## src/hw/bk_pkg.sv

```systemverilog
package bk_pkg;

	//////////////////////////////
	// sizes
	//////////////////////////////

	// fixed by the sd sector format
	localparam int SECTOR_BYTES = 512;
	localparam int BYTE_AW      = $clog2(SECTOR_BYTES);
	localparam int WORD_AW      = BYTE_AW - 1;

	// byte address space of the cart memory
	localparam int MEM_AW = 24;

	//////////////////////////////
	// sd host side
	//////////////////////////////

	// sector request, rd/wr held until ack rises
	typedef struct packed {
		logic [15:0] lba;
		logic        rd;
		logic        wr;
	} sd_req_t;

	// host access to the sector buffer while ack is high
	typedef struct packed {
		logic [WORD_AW-1:0] addr;
		logic [15:0]        wdata;
		logic               wr;
	} sd_buf_t;

	// byte 0 of a word sits in the low half
	typedef struct packed {
		logic [7:0] hi;
		logic [7:0] lo;
	} buf_bytes_t;

	// whole word on the sd port, two bytes on the memory port
	typedef union packed {
		logic [15:0] word;
		buf_bytes_t  bytes;
	} buf_word_u;

	//////////////////////////////
	// memory side and control
	//////////////////////////////

	typedef struct packed {
		logic [MEM_AW-1:0] addr;
		logic [7:0]        wdata;
		logic              rd;
		logic              wr;
	} mem_req_t;

	// mounted and change are single-cycle pulses
	typedef struct packed {
		logic load;
		logic save;
		logic autosave;
		logic mounted;
		logic readonly;
		logic change;
	} bk_ctrl_t;

endpackage
```

## src/hw/bk_sector_seq.sv

```systemverilog
`timescale 1ns/100ps

module bk_sector_seq #(
	parameter int SECTOR_COUNT = 16
) (
	input  logic                            clk_sys,
	input  logic                            rst_n,
	input  bk_pkg::bk_ctrl_t                ctrl,
	input  logic                            sd_ack,
	output bk_pkg::sd_req_t                 sd_req,
	output logic                            xfer_start,
	output logic                            loading,
	output logic [$clog2(SECTOR_COUNT)-1:0] sector,
	input  logic                            xfer_done,
	output logic                            pending,
	output logic                            busy
);
	import bk_pkg::*;

	localparam int SECT_W = $clog2(SECTOR_COUNT);

	// per-sector steps, meaning depends on direction
	localparam logic [1:0] STEP_FIRST = 2'd0;
	localparam logic [1:0] STEP_MID   = 2'd1;
	localparam logic [1:0] STEP_LAST  = 2'd2;

	bk_ctrl_t   ctrl_q;
	logic       ack_q;
	logic       ena;
	logic [1:0] step;
	logic       last_sector;
	logic       ack_rise;
	logic       ack_fall;
	logic       load_edge;
	logic       save_edge;
	logic       asave_edge;
	logic       start;

	//////////////////////////////
	// triggers
	//////////////////////////////

	assign ack_rise   = sd_ack & ~ack_q;
	assign ack_fall   = ~sd_ack & ack_q;
	assign load_edge  = ctrl.load & ~ctrl_q.load;
	assign save_edge  = ctrl.save & ~ctrl_q.save;
	assign asave_edge = ctrl.autosave & ~ctrl_q.autosave;

	// autosave only worth doing with unsaved changes
	assign start = ena & ~busy & (load_edge | save_edge | (asave_edge & pending));

	assign sector      = sd_req.lba[SECT_W-1:0];
	assign last_sector = &sector;

	always_ff @(posedge clk_sys or negedge rst_n) begin
		if (!rst_n) begin
			ctrl_q <= '0;
			ack_q  <= 1'b0;
		end else begin
			ctrl_q <= ctrl;
			ack_q  <= sd_ack;
		end
	end

	// writable image mounted enables the engine
	always_ff @(posedge clk_sys or negedge rst_n) begin
		if (!rst_n) begin
			ena     <= 1'b0;
			pending <= 1'b0;
		end else begin
			if (ctrl.mounted) begin
				ena <= ~ctrl.readonly;
			end
			// a change during a transfer stays pending
			if (ctrl.change) begin
				pending <= 1'b1;
			end else if (start) begin
				pending <= 1'b0;
			end
		end
	end

	//////////////////////////////
	// sector loop
	//////////////////////////////

	always_ff @(posedge clk_sys or negedge rst_n) begin
		if (!rst_n) begin
			sd_req     <= '0;
			busy       <= 1'b0;
			loading    <= 1'b0;
			xfer_start <= 1'b0;
			step       <= STEP_FIRST;
		end else begin
			// host took the command
			if (ack_rise) begin
				sd_req.rd <= 1'b0;
				sd_req.wr <= 1'b0;
			end

			if (!busy) begin
				step       <= STEP_FIRST;
				sd_req.lba <= '0;
				xfer_start <= 1'b0;
				if (start) begin
					busy    <= 1'b1;
					loading <= load_edge;
				end
			end else if (loading) begin
				// sd read, then buffer to memory
				case (step)
					STEP_FIRST: begin
						sd_req.rd <= 1'b1;
						step      <= STEP_MID;
					end
					STEP_MID: begin
						if (ack_fall) begin
							xfer_start <= 1'b1;
							step       <= STEP_LAST;
						end
					end
					STEP_LAST: begin
						if (xfer_done) begin
							xfer_start <= 1'b0;
							step       <= STEP_FIRST;
							sd_req.lba <= sd_req.lba + 16'd1;
							if (last_sector) begin
								busy <= 1'b0;
							end
						end
					end
					default: step <= STEP_FIRST;
				endcase
			end else begin
				// memory to buffer, then sd write
				case (step)
					STEP_FIRST: begin
						xfer_start <= 1'b1;
						step       <= STEP_MID;
					end
					STEP_MID: begin
						if (xfer_done) begin
							xfer_start <= 1'b0;
							sd_req.wr  <= 1'b1;
							step       <= STEP_LAST;
						end
					end
					STEP_LAST: begin
						if (ack_fall) begin
							step       <= STEP_FIRST;
							sd_req.lba <= sd_req.lba + 16'd1;
							if (last_sector) begin
								busy <= 1'b0;
							end
						end
					end
					default: step <= STEP_FIRST;
				endcase
			end
		end
	end

	//////////////////////////////
	// checks
	//////////////////////////////

	// only one sd command outstanding
	a_sd_rd_wr_excl: assert property (
		@(posedge clk_sys) disable iff (!rst_n)
		!(sd_req.rd && sd_req.wr)
	);

	// mover runs only inside a transfer
	a_start_in_busy: assert property (
		@(posedge clk_sys) disable iff (!rst_n)
		$rose(xfer_start) |-> busy
	);

endmodule

```

## config.mk

```make
export PLATFORM = sky130hd
export DESIGN_NAME = bk_sector_seq
export DESIGN_NICKNAME = d
export VERILOG_FILES = /design/src/hw/bk_pkg.sv /design/src/hw/bk_sector_seq.sv
export SDC_FILE = /design/constraint.sdc
export NUM_CORES = 1
export LEC_CHECK = 0
export ABC_AREA = 1
export CORE_ASPECT_RATIO = 0.7
export CORE_MARGIN = 2
export CORE_UTILIZATION = 40
export CTS_CLUSTER_DIAMETER = 40
export DETAILED_ROUTE_END_ITERATION = 7
export DONT_BUFFER_PORTS = 1
export SLEW_MARGIN = 20
export SYNTH_ARGS = -nofsm -noshare
export SYNTH_HDL_FRONTEND = slang
export SYNTH_SLANG_ARGS = --single-unit
```

## constraint.sdc

```tcl
create_clock -name clk_sys -period 1.7 [get_ports clk_sys]
set_input_delay 0.085 -clock clk_sys [delete_from_list [all_inputs] [get_ports clk_sys]]
set_output_delay 0.085 -clock clk_sys [all_outputs]
set_load 0.02 [all_outputs]
```

==> flow_summary.yaml <==
detailed_routing:
  wl_per_cell_um: 12.5
  ant_nets: 0
  via_per_inst: 4.77
  dr.first_iter.drc_count: 86
  num_vias: 1389
  routed_wl_um: 3650
  drc_errors: 0
  drtPass1Iterations: 4
power:
  p_total_uw: 2510
  power_frac_seq: 0.390
  p_leak_uw: 0.000941
  pwr_density_cell_nw_per_um2: 1290
  power_switching_uw: 1070
  p_int_uw: 1430
  ir_worst_vdd_mv: 0.657
  p_comb_frac: 0.391
  p_sw_frac: 0.429
  clkPwrFrac: 0.219
clock_network:
  insertion_delay_ns: 0.28
  cts.repair_timing.setup_buffer_count: 0
  cts_tree: "yes"
  htreeDepth: 2
  cts_root_buf: "clkbuf_8"
  cts_sinks: 29
  cts.clk_slew.worst_paths_ns: 0.07
  ctsLongestPathBuffers: 2
  cts-buffers-inserted: 5
yosys:
  ys_types: 24
  synthSimpleGateAreaFrac: 0.333
  post-synth-top-area-cell: "dfrtp_1"
  synth_compound_area_frac: 0.0841
  avgSynthCellArea_um2: 7.64
  synthAdderAreaFrac: 0.0372
  syn_inst: 220
  seq_area_frac_synth: 0.432
  ys_ff_latch: 29
  yosys_warnings: 0
  synth_top_family_by_area: "simple AND/OR/NAND/NOR gates"
  synth_mux_area_frac: 0
  synth_area_leaders: "dfrtp_1, nand2_1, nor2_1"
  synth_nets: 235
  syn_area_um2: 1680
  synthXorXnorAreaFrac: 0
  synth_top_cell_area_share: 0.432
sta:
  max_slew_margin: 0.753
  tightest_slew_ns: 0.370
  skew_ns: 0.00816
  final.setup.worst_slack_ns: 0.160
  hold_ws_ns: 0.0319
  fmaxAchievable_ghz: 0.650
  finalSetupViolCount: 0
  rsz0062_at_grt: "no"
  tns_ns: 0
  min_period_ns: 1.54
  hold_viol_final: 0
  maxSlewViolCount: 0
  period_share: 0.906
placement:
  dp_slack_ns: 0.111
  place.gp.congestion: 0.848
  io_buffers: 0
  dp_hpwl_um: 2620
  dp_cells: 272
floorplan:
  initial_core_util: 0.424
  row_count: 19
  coreArea_um2: 3970
  die_y_um: 58.2
  ios: 36
  design.die.area_um2: 4750
  die_x_um: 81.5
worst_setup_path:
  path_buf_inv: 2
  worstRegToRegCells: 9
  crit_path_max_fanout: 5
  critPathSlowestCell: "dfrtp_1"
  crit_chain: "inv_1 > ha_1 > inv_1 > nand2_1 > nand2_1 > nor2_4 > nand3_1 > nand2_1 > nor2_1"
  cp-end-kind: "register"
  critPathKind: "reg2reg"
  arrival_ns: 1.72
  worst-path-stages: 9
  critPathTopFamily: "simple AND/OR/NAND/NOR gates"
  cpMostUsedCell: "nand2_1"
  crit_path_start_kind: "register"
  worstPathRequired_ns: 1.88
  max_stage_delay_ns: 0.39
finish:
  seqCellArea_um2: 726
  nets: 253
  drive_gt1_frac: 0.134
  multi_input_area_um2: 787
  nFillCells: 397
  antenna_cells: 0
  stdcell_count: 291
  synthToLayoutAreaGrowth_pct: 15.4
job:
  drv_cap: 0
worst_hold_path:
  hold_depth: 2
  hp-class: "in2reg"
global_routing:
  grt_overflow: 0
  grt_pass1_vias: 1315
  grtUsageTotal: 0.169
  antenna_found_initial: 0
  grt_pass1_wl_um: 5930
  grt_max_degree: 30
outcome:
  outcome: "finished clean"
-- path summary, 6_finish.rpt --
kind                              end      start  slack (ns)
setup / recovery           sd_req[17]    step[0]        0.16
hold / removal              sd_req[0]  xfer_done        0.03
setup reg to reg           sd_req[17]    step[0]        0.16
hold reg to reg               step[0]    step[0]        0.51
max in group asynchronous  sd_req[11]      rst_n        1.30
min in group asynchronous  sd_req[15]      rst_n        0.24
-- cell type report --
cell class              instances  share of cell area
multi-input cells             157               0.406
inverters                      26              0.0542
clock inverters                 2             0.00516
well taps                      52              0.0335
flip-flops and latches         29               0.374
clock buffers                   6              0.0374
repair buffers                 19              0.0903
-- cells in the final DEF (no fill, tap or decap), types with 3 or more instances in the layout --
master / instances
nand2_1: 60
dfrtp_1: 29
nor2_1: 28
inv_1: 24
nand3_1: 17
a21oi_1: 13
o21ai_0: 11
buf_4: 10
dlygate4sd3_1: 8
nor2_4: 5
ha_1: 5
clkbuf_8: 5
nand3b_1: 3
nand4_1: 3
-- power by group through the flow --
stage | clock network, µW | logic (µW) | registers, µW
floorplan | 0 | 765 | 983
global placement | 0 | 885 | 988
detailed placement | 0 | 887 | 993
CTS | 567 | 931 | 979
global route | 595 | 1120 | 1000
finish | 549 | 981 | 976
-- Yosys cell counts, drive strengths merged --
| master | n |
|---|---|
| nor3 | 3 |
| a21oi | 13 |
| nand3b | 3 |
| o22ai | 1 |
| buf | 10 |
| o21ai | 11 |
| nand4 | 3 |
| ha | 5 |
| inv | 26 |
| o31ai | 1 |
| nand2 | 62 |
| nor2 | 33 |
| dfrtp | 29 |
| o211ai | 1 |
| nand3 | 19 |
-- state kept, by name (all words and copies together) (netlist names) --
register / flops
busy: 1
xfer_start: 1
ena: 1
pending: 1
ctrl_q: 3
sd_req: 18
loading: 1
ack_q: 1
step: 2
-- repair_timing --
item,4_1_cts,5_1_grt
endpoints found under the setup margin,0,10
gates resized for setup,0,2
hold endpoints to repair,35,0
hold buffers,9,0
-- layer usage --
layer  up-vias  GRT usage  wire (µm)
met5         -          0          0
met3         8     0.0810        290
met4         0     0.0581         57
met2        30      0.221       1370
li1        737          -          -
met1       614      0.241       1930
-- logic make-up after synthesis --
group                    Yosys count
AND/OR/NAND/NOR                  123
buffers and inverters             36
flip-flops                        29
AO/OA/AOI/OAI                     27
adder cells (fa/ha/maj)            5
-- stage by stage --
step	cell area, µm²	util
floorplan	1680	-
detailed placement	1740	0.437
CTS	1920	0.483
global placement	1740	0.437
finish	1940	0.489
global route	1940	0.489
Power figures use the tool's default switching activity.
