`src/hw/bk_pkg.sv`:
```
package bk_pkg;

	//////////////////////////////
	// sizes
	//////////////////////////////

	// fixed by the sd sector format
	localparam int SECTOR_BYTES = 512;
	localparam int BYTE_AW      = $clog2(SECTOR_BYTES);
	localparam int WORD_AW      = BYTE_AW - 1;

	// byte address space of the cart memory
	localparam int MEM_AW = 24;

	//////////////////////////////
	// sd host side
	//////////////////////////////

	// sector request, rd/wr held until ack rises
	typedef struct packed {
		logic [15:0] lba;
		logic        rd;
		logic        wr;
	} sd_req_t;

	// host access to the sector buffer while ack is high
	typedef struct packed {
		logic [WORD_AW-1:0] addr;
		logic [15:0]        wdata;
		logic               wr;
	} sd_buf_t;

	// byte 0 of a word sits in the low half
	typedef struct packed {
		logic [7:0] hi;
		logic [7:0] lo;
	} buf_bytes_t;

	// whole word on the sd port, two bytes on the memory port
	typedef union packed {
		logic [15:0] word;
		buf_bytes_t  bytes;
	} buf_word_u;

	//////////////////////////////
	// memory side and control
	//////////////////////////////

	typedef struct packed {
		logic [MEM_AW-1:0] addr;
		logic [7:0]        wdata;
		logic              rd;
		logic              wr;
	} mem_req_t;

	// mounted and change are single-cycle pulses
	typedef struct packed {
		logic load;
		logic save;
		logic autosave;
		logic mounted;
		logic readonly;
		logic change;
	} bk_ctrl_t;

endpackage
```
`src/hw/bk_mem_mover.sv`:
```
`timescale 1ns/100ps

module bk_mem_mover #(
	parameter logic [bk_pkg::MEM_AW-1:0] MEM_BASE = 24'hE00000
) (
	input  logic                                      clk_sys,
	input  logic                                      rst_n,
	input  logic                                      xfer_start,
	input  logic                                      loading,
	input  logic [bk_pkg::MEM_AW-bk_pkg::BYTE_AW-1:0] sector,
	output logic                                      xfer_done,
	output logic [bk_pkg::BYTE_AW-1:0]                byte_addr,
	output logic [7:0]                                byte_wdata,
	output logic                                      byte_we,
	input  logic [7:0]                                byte_rdata,
	output bk_pkg::mem_req_t                          mem_req,
	input  logic                                      mem_busy,
	input  logic [7:0]                                mem_rdata
);
	import bk_pkg::*;

	localparam logic [BYTE_AW-1:0] LAST_BYTE = BYTE_AW'(SECTOR_BYTES - 1);

	// per-byte phases
	localparam logic [1:0] PH_ADDR = 2'd0;
	localparam logic [1:0] PH_REQ  = 2'd1;
	localparam logic [1:0] PH_WAIT = 2'd2;

	logic [1:0] phase;
	logic       busy_q;
	logic       busy_fall;

	assign busy_fall = busy_q & ~mem_busy;

	// save path, memory byte straight into the buffer as busy falls
	assign byte_we    = ~loading & (phase == PH_WAIT) & busy_fall;
	assign byte_wdata = mem_rdata;

	always_ff @(posedge clk_sys or negedge rst_n) begin
		if (!rst_n) begin
			phase     <= PH_ADDR;
			byte_addr <= '0;
			xfer_done <= 1'b0;
			busy_q    <= 1'b0;
			mem_req   <= '0;
		end else begin
			busy_q <= mem_busy;

			// request taken once memory reports busy
			if (mem_busy) begin
				mem_req.rd <= 1'b0;
				mem_req.wr <= 1'b0;
			end

			if (!xfer_start) begin
				phase     <= PH_ADDR;
				byte_addr <= '0;
				xfer_done <= 1'b0;
			end else if (!xfer_done) begin
				case (phase)
					// buffer read of byte_addr in flight
					PH_ADDR: phase <= PH_REQ;
					PH_REQ: begin
						mem_req.addr  <= MEM_BASE + {sector, byte_addr};
						mem_req.wdata <= byte_rdata;
						mem_req.rd    <= ~loading;
						mem_req.wr    <= loading;
						phase         <= PH_WAIT;
					end
					PH_WAIT: begin
						if (busy_fall) begin
							phase <= PH_ADDR;
							if (byte_addr == LAST_BYTE) begin
								xfer_done <= 1'b1;
							end else begin
								byte_addr <= byte_addr + 1'b1;
							end
						end
					end
					default: phase <= PH_ADDR;
				endcase
			end
		end
	end

	a_mem_rd_wr_excl: assert property (
		@(posedge clk_sys) disable iff (!rst_n)
		!(mem_req.rd && mem_req.wr)
	);

endmodule

```
`config.mk`:
```
export PLATFORM = sky130hd
export DESIGN_NAME = bk_mem_mover
export DESIGN_NICKNAME = d
export VERILOG_FILES = /design/src/hw/bk_pkg.sv /design/src/hw/bk_mem_mover.sv
export SDC_FILE = /design/constraint.sdc
export NUM_CORES = 1
export LEC_CHECK = 0
export BUFFER_PORTS_ARGS = -buffer_cell sky130_fd_sc_hd__buf_2
export CORE_MARGIN = 1.5
export CORE_UTILIZATION = 35
export CTS_CLUSTER_DIAMETER = 50
export DETAILED_ROUTE_END_ITERATION = 16
export PLACE_DENSITY = 0.66
export REMOVE_ABC_BUFFERS = 1
export SYNTH_ARGS = -nofsm -noshare
export SYNTH_HDL_FRONTEND = slang
export SYNTH_SLANG_ARGS = --single-unit
```
`constraint.sdc`:
```
create_clock -name clk_sys -period 2.65 [get_ports clk_sys]
set_clock_uncertainty 0.2 [all_clocks]
set_input_delay 0.1325 -clock clk_sys [delete_from_list [all_inputs] [get_ports clk_sys]]
set_output_delay 0.1325 -clock clk_sys [all_outputs]
set_load 0.05 [all_outputs]
```
==> results.md <==
STA:
- The number of setup violations in the final report is 0.
- The worst slew slack as a fraction of its limit is 62.56%.
- Setup repair after global routing left no endpoint under its margin.
- For the pin with the worst max-slew slack, the measured transition is 0.5569 ns.
- The final period utilization is 92.59%.
- The clock period minus worst slack is 2.454 ns.
- The number of pins with negative max-slew slack in the final report is 0.
- The final-report hold violation count was 0.
- Static timing analysis puts the maximum clock frequency at 0.4076 GHz.

Synthesis:
- The post-synthesis area per instance is 9.037 sq um.
- After synthesis, the largest area contributor takes up 59.16% of total cell area.
- The number of storage elements in the synthesis netlist is 47.
- sky130_fd_sc_hd__dfrtp_1 takes more of the synthesized area than any other cell.
- The synthesis warning total is 0.
- The cell area that synthesis handed to floorplanning was 1988 sq um.
- The netlist uses 23 different library cells.
- Sequential elements use 59.16% of the synthesized area.
- Synthesis produced a netlist whose cell count is 220.
- By area the synthesized netlist is led by sky130_fd_sc_hd__dfrtp_1, sky130_fd_sc_hd__nand2_1, sky130_fd_sc_hd__o21ai_0.

Critical path:
- The cell with the largest stage delay on the worst path is sky130_fd_sc_hd__o41a_1.
- The data arrival time of the critical path is 2.48 ns.
- At the worst endpoint, the required time is 2.67 ns.
- In this run the critical register-to-register path is captured at byte_addr[2].
- The setup path with the least slack is of type flip-flop to flip-flop.
- The largest fanout on the critical path is 11.
- Traced cell by cell, the critical path runs through ha_1 -> nand3_1 -> nor2_1 -> ha_1 -> o41a_1 -> buf_4 -> or3_1 -> a21oi_1.
- By instance count, the cell type seen most on the critical path is sky130_fd_sc_hd__ha_1.
- The slack of the worst reg-to-reg path is 0.20 ns.
- The worst register-to-register path begins at byte_addr[0].
- The worst setup path is captured at a flip-flop.
- The longest individual stage delay on the worst path is 0.50 ns.
- The worst reg2reg path depth is 8.
- The most critical setup path has its startpoint at byte_addr[0].
- The kind of launch point of the worst setup path is a flip-flop.

Power and ir drop:
- Power spread over the standard cell area amounts to 790.4 nW/um^2.
- In this run the static leakage power is 1.502 nW.
- The total power consumption of the routed design is 2.173 mW.
- VDD sags by at most 341.3 uV.

Final layout:
- For this run, the post-layout net count is 355.
- The share of post-route cells with drive strength above 1 is 27.44%.
- The final cell area excluding filler cells is 2749 sq um.
- 0 antenna diodes ended up in the layout.
- Compared with the post-synthesis result, the final layout area differs by 38.26%.

Clock network:
- The CTS H-tree depth is 2.
- TritonCTS built the clock tree.
- The number of setup buffers added after CTS is 0.
- The number of instances resized during post-cts repair is 0.
- The root buffer cell chosen for the clock tree is sky130_fd_sc_hd__clkbuf_8.
- The latest clock arrival within the worst-skew pair is 0.30 ns.
- Counting along the longest clock path gives a buffer depth of 2.
- The clock drives 47 sinks.
- The clock-pin slew of the registers on the worst-case setup and hold paths is 0.08 ns.
- TritonCTS created 5 clock buffers.

Detailed routing:
- The number of DRC violations after detailed-routing iteration 0 is 51.
- The average wire per standard cell is 12.43 microns.
- The pre-antenna-repair detailed-routing pass consisted of 4 iterations.
- The number of remaining DRC errors is 0.
- The via density per instance is 4.568.
- Summing over every cut layer, the via total after detailed routing is 1777.
- The total wire length after detailed routing is 4834 microns.
- The count of antenna-violating nets left after detailed routing is 0.

Placed design:
- The congestion estimate from routability-driven global placement came to 0.7347.
- The HPWL reported at the end of detailed placement is 3149 microns.
- The number of port buffers is 72.
- The standard cell area after detailed placement is 2397 sq um.

Global route:
- The total routing usage reported by global routing is 16.82%.
- The first global-routing pass estimated 8093 microns of wire.
- The sum of overflow across all layers after global routing is 0.
- The pin count of the biggest net entering global routing is 27.
- The initial antenna violation count was 0.
- The via count of the first global-routing pass is 1782.

Floorplanning:
- The floorplan step defined a die boundary enclosing 6142 sq um.
- The die span in x is 78.37 microns.
- The starting density of the core is 36.11%.
- The total I/O pin count is 89.
- Measured along the y axis, the die boundary spans 78.37 microns.
- The number of placement rows is 27.
- The area of the placeable core is 5507 sq um.

Status:
- The run finished with clean final reports.

Worst hold path:
- The startpoint identified for the worst hold timing path is mem_rdata[0].
- Counting instances, the worst hold path has a depth of 0.
- The worst hold path terminates at byte_wdata[0].
- The worst hold path belongs to the class input pin to primary output.

Flow run:
- The number of max-capacitance violations reported is 0.
==> layer usage <==
layer	global-route usage, %	share of wire (%)	vias to the layer above
li1	-	-	891
met1	20.15	44	812
met2	28.43	49	67
met3	5.233	5.8	7
met4	6.071	1.2	0
met5	0	0	-
==> what timing repair did <==
| action | in CTS | in global routing |
|---|---|---|
| hold buffers | 27 | 0 |
| hold endpoints to repair | 51 | 0 |
| setup endpoints to repair | 0 | 3 |
==> Yosys cell counts <==
cell and instances:
sky130_fd_sc_hd__nand2_1 99, sky130_fd_sc_hd__dfrtp_1 47, sky130_fd_sc_hd__o21ai_0 14, sky130_fd_sc_hd__a21oi_1 8, sky130_fd_sc_hd__buf_4 8, sky130_fd_sc_hd__clkbuf_1 6
sky130_fd_sc_hd__inv_1 4, sky130_fd_sc_hd__nand3_1 4, sky130_fd_sc_hd__nor2_1 4, sky130_fd_sc_hd__or3_1 4, sky130_fd_sc_hd__ha_1 3, sky130_fd_sc_hd__or4_1 3
sky130_fd_sc_hd__buf_2 2, sky130_fd_sc_hd__nand2b_1 2, sky130_fd_sc_hd__nand3b_1 2, sky130_fd_sc_hd__nor3_1 2, sky130_fd_sc_hd__o31ai_1 2, sky130_fd_sc_hd__and3_1 1
sky130_fd_sc_hd__inv_2 1, sky130_fd_sc_hd__nand2b_4 1, sky130_fd_sc_hd__nor4_1 1, sky130_fd_sc_hd__o41a_1 1, sky130_fd_sc_hd__xnor2_1 1
==> power breakdown <==
group | switching [mW] | internal [mW] | total (mW) | leakage [nW]
clock | 0.229 | 0.186 | 0.414 | 0.0422
sequential | 0.0716 | 0.847 | 0.919 | 0.612
combinational | 0.644 | 0.196 | 0.840 | 0.848
==> placed cells by master (no fill, tap or decap), types with 5 or more instances in the layout <==
master / instances
sky130_fd_sc_hd__nand2_1: 99
sky130_fd_sc_hd__o21ai_0: 14
sky130_fd_sc_hd__a21oi_1: 8
sky130_fd_sc_hd__clkbuf_8: 5
sky130_fd_sc_hd__buf_2: 72
sky130_fd_sc_hd__buf_4: 6
sky130_fd_sc_hd__dlygate4sd3_1: 27
sky130_fd_sc_hd__dfrtp_1: 47
==> flip-flops by register name, indices dropped and copies added (netlist names) <==
register / count
phase: 2
busy_q: 1
mem_req: 34
xfer_done: 1
byte_addr: 9
==> final cells by class <==
class / instances / area [sq um]
clock inverter: 1 / 5.005
tap: 72 / 90.09
multi-input combinational: 152 / 706.9
clock buffer: 7 / 76.32
sequential: 47 / 1176
fill: 526 / 2758
inverter: 5 / 18.77
timing repair buffer: 105 / 675.6
==> worst max path at each step <==
stage                   endpoint  slack, ns  depth (start not counted)
floorplan             mem_req[0]      -0.62                          3
global placement    byte_addr[7]       0.23                          7
detailed placement  byte_addr[2]       0.18                          8
CTS                 byte_addr[2]       0.16                          8
global route        byte_addr[2]       0.01                          8
finish              byte_addr[2]       0.20                          8
==> worst max-delay path, delay by kind of cell, from the launching register on <==
family,cells,cell delay (ns)
buffers and inverters,1,0.21
AOI/OAI and AO/OA,2,0.64
adders and majority gates,2,0.45
DFF,1,0.44
and+or+nand+nor,3,0.44
==> logic make-up (layout without fill, tap and decap cells) <==
kind of cell | count (synthesis) | in the layout | share of synthesized area (%)
and+or+nand+nor | 123 | 123 | 26.05
adders and majority gates | 3 | 3 | 1.888
DFF | 47 | 47 | 59.16
AOI/OAI and AO/OA | 25 | 25 | 6.860
xor gates and xnor gates | 1 | 1 | 0.4406
buffers and inverters | 21 | 118 | 5.601
==> metrics by stage <==
step / setup TNS (ns) / std cells / utilization, % / hold slack, ns / worst slack [ns]
floorplan: -18.53 / 204 / - / -0.3631 / -0.6160
global placement: 0 / 354 / 43.54 / -0.07979 / 0.2273
detailed placement: 0 / 354 / 43.54 / -0.06796 / 0.1828
CTS: 0 / 389 / 49.92 / 0.06555 / 0.1575
global route: 0 / 389 / 49.92 / 0.06532 / 0.01365
finish: 0 / 389 / 49.92 / 0.06535 / 0.1964
(Power assumes the default switching activity.)
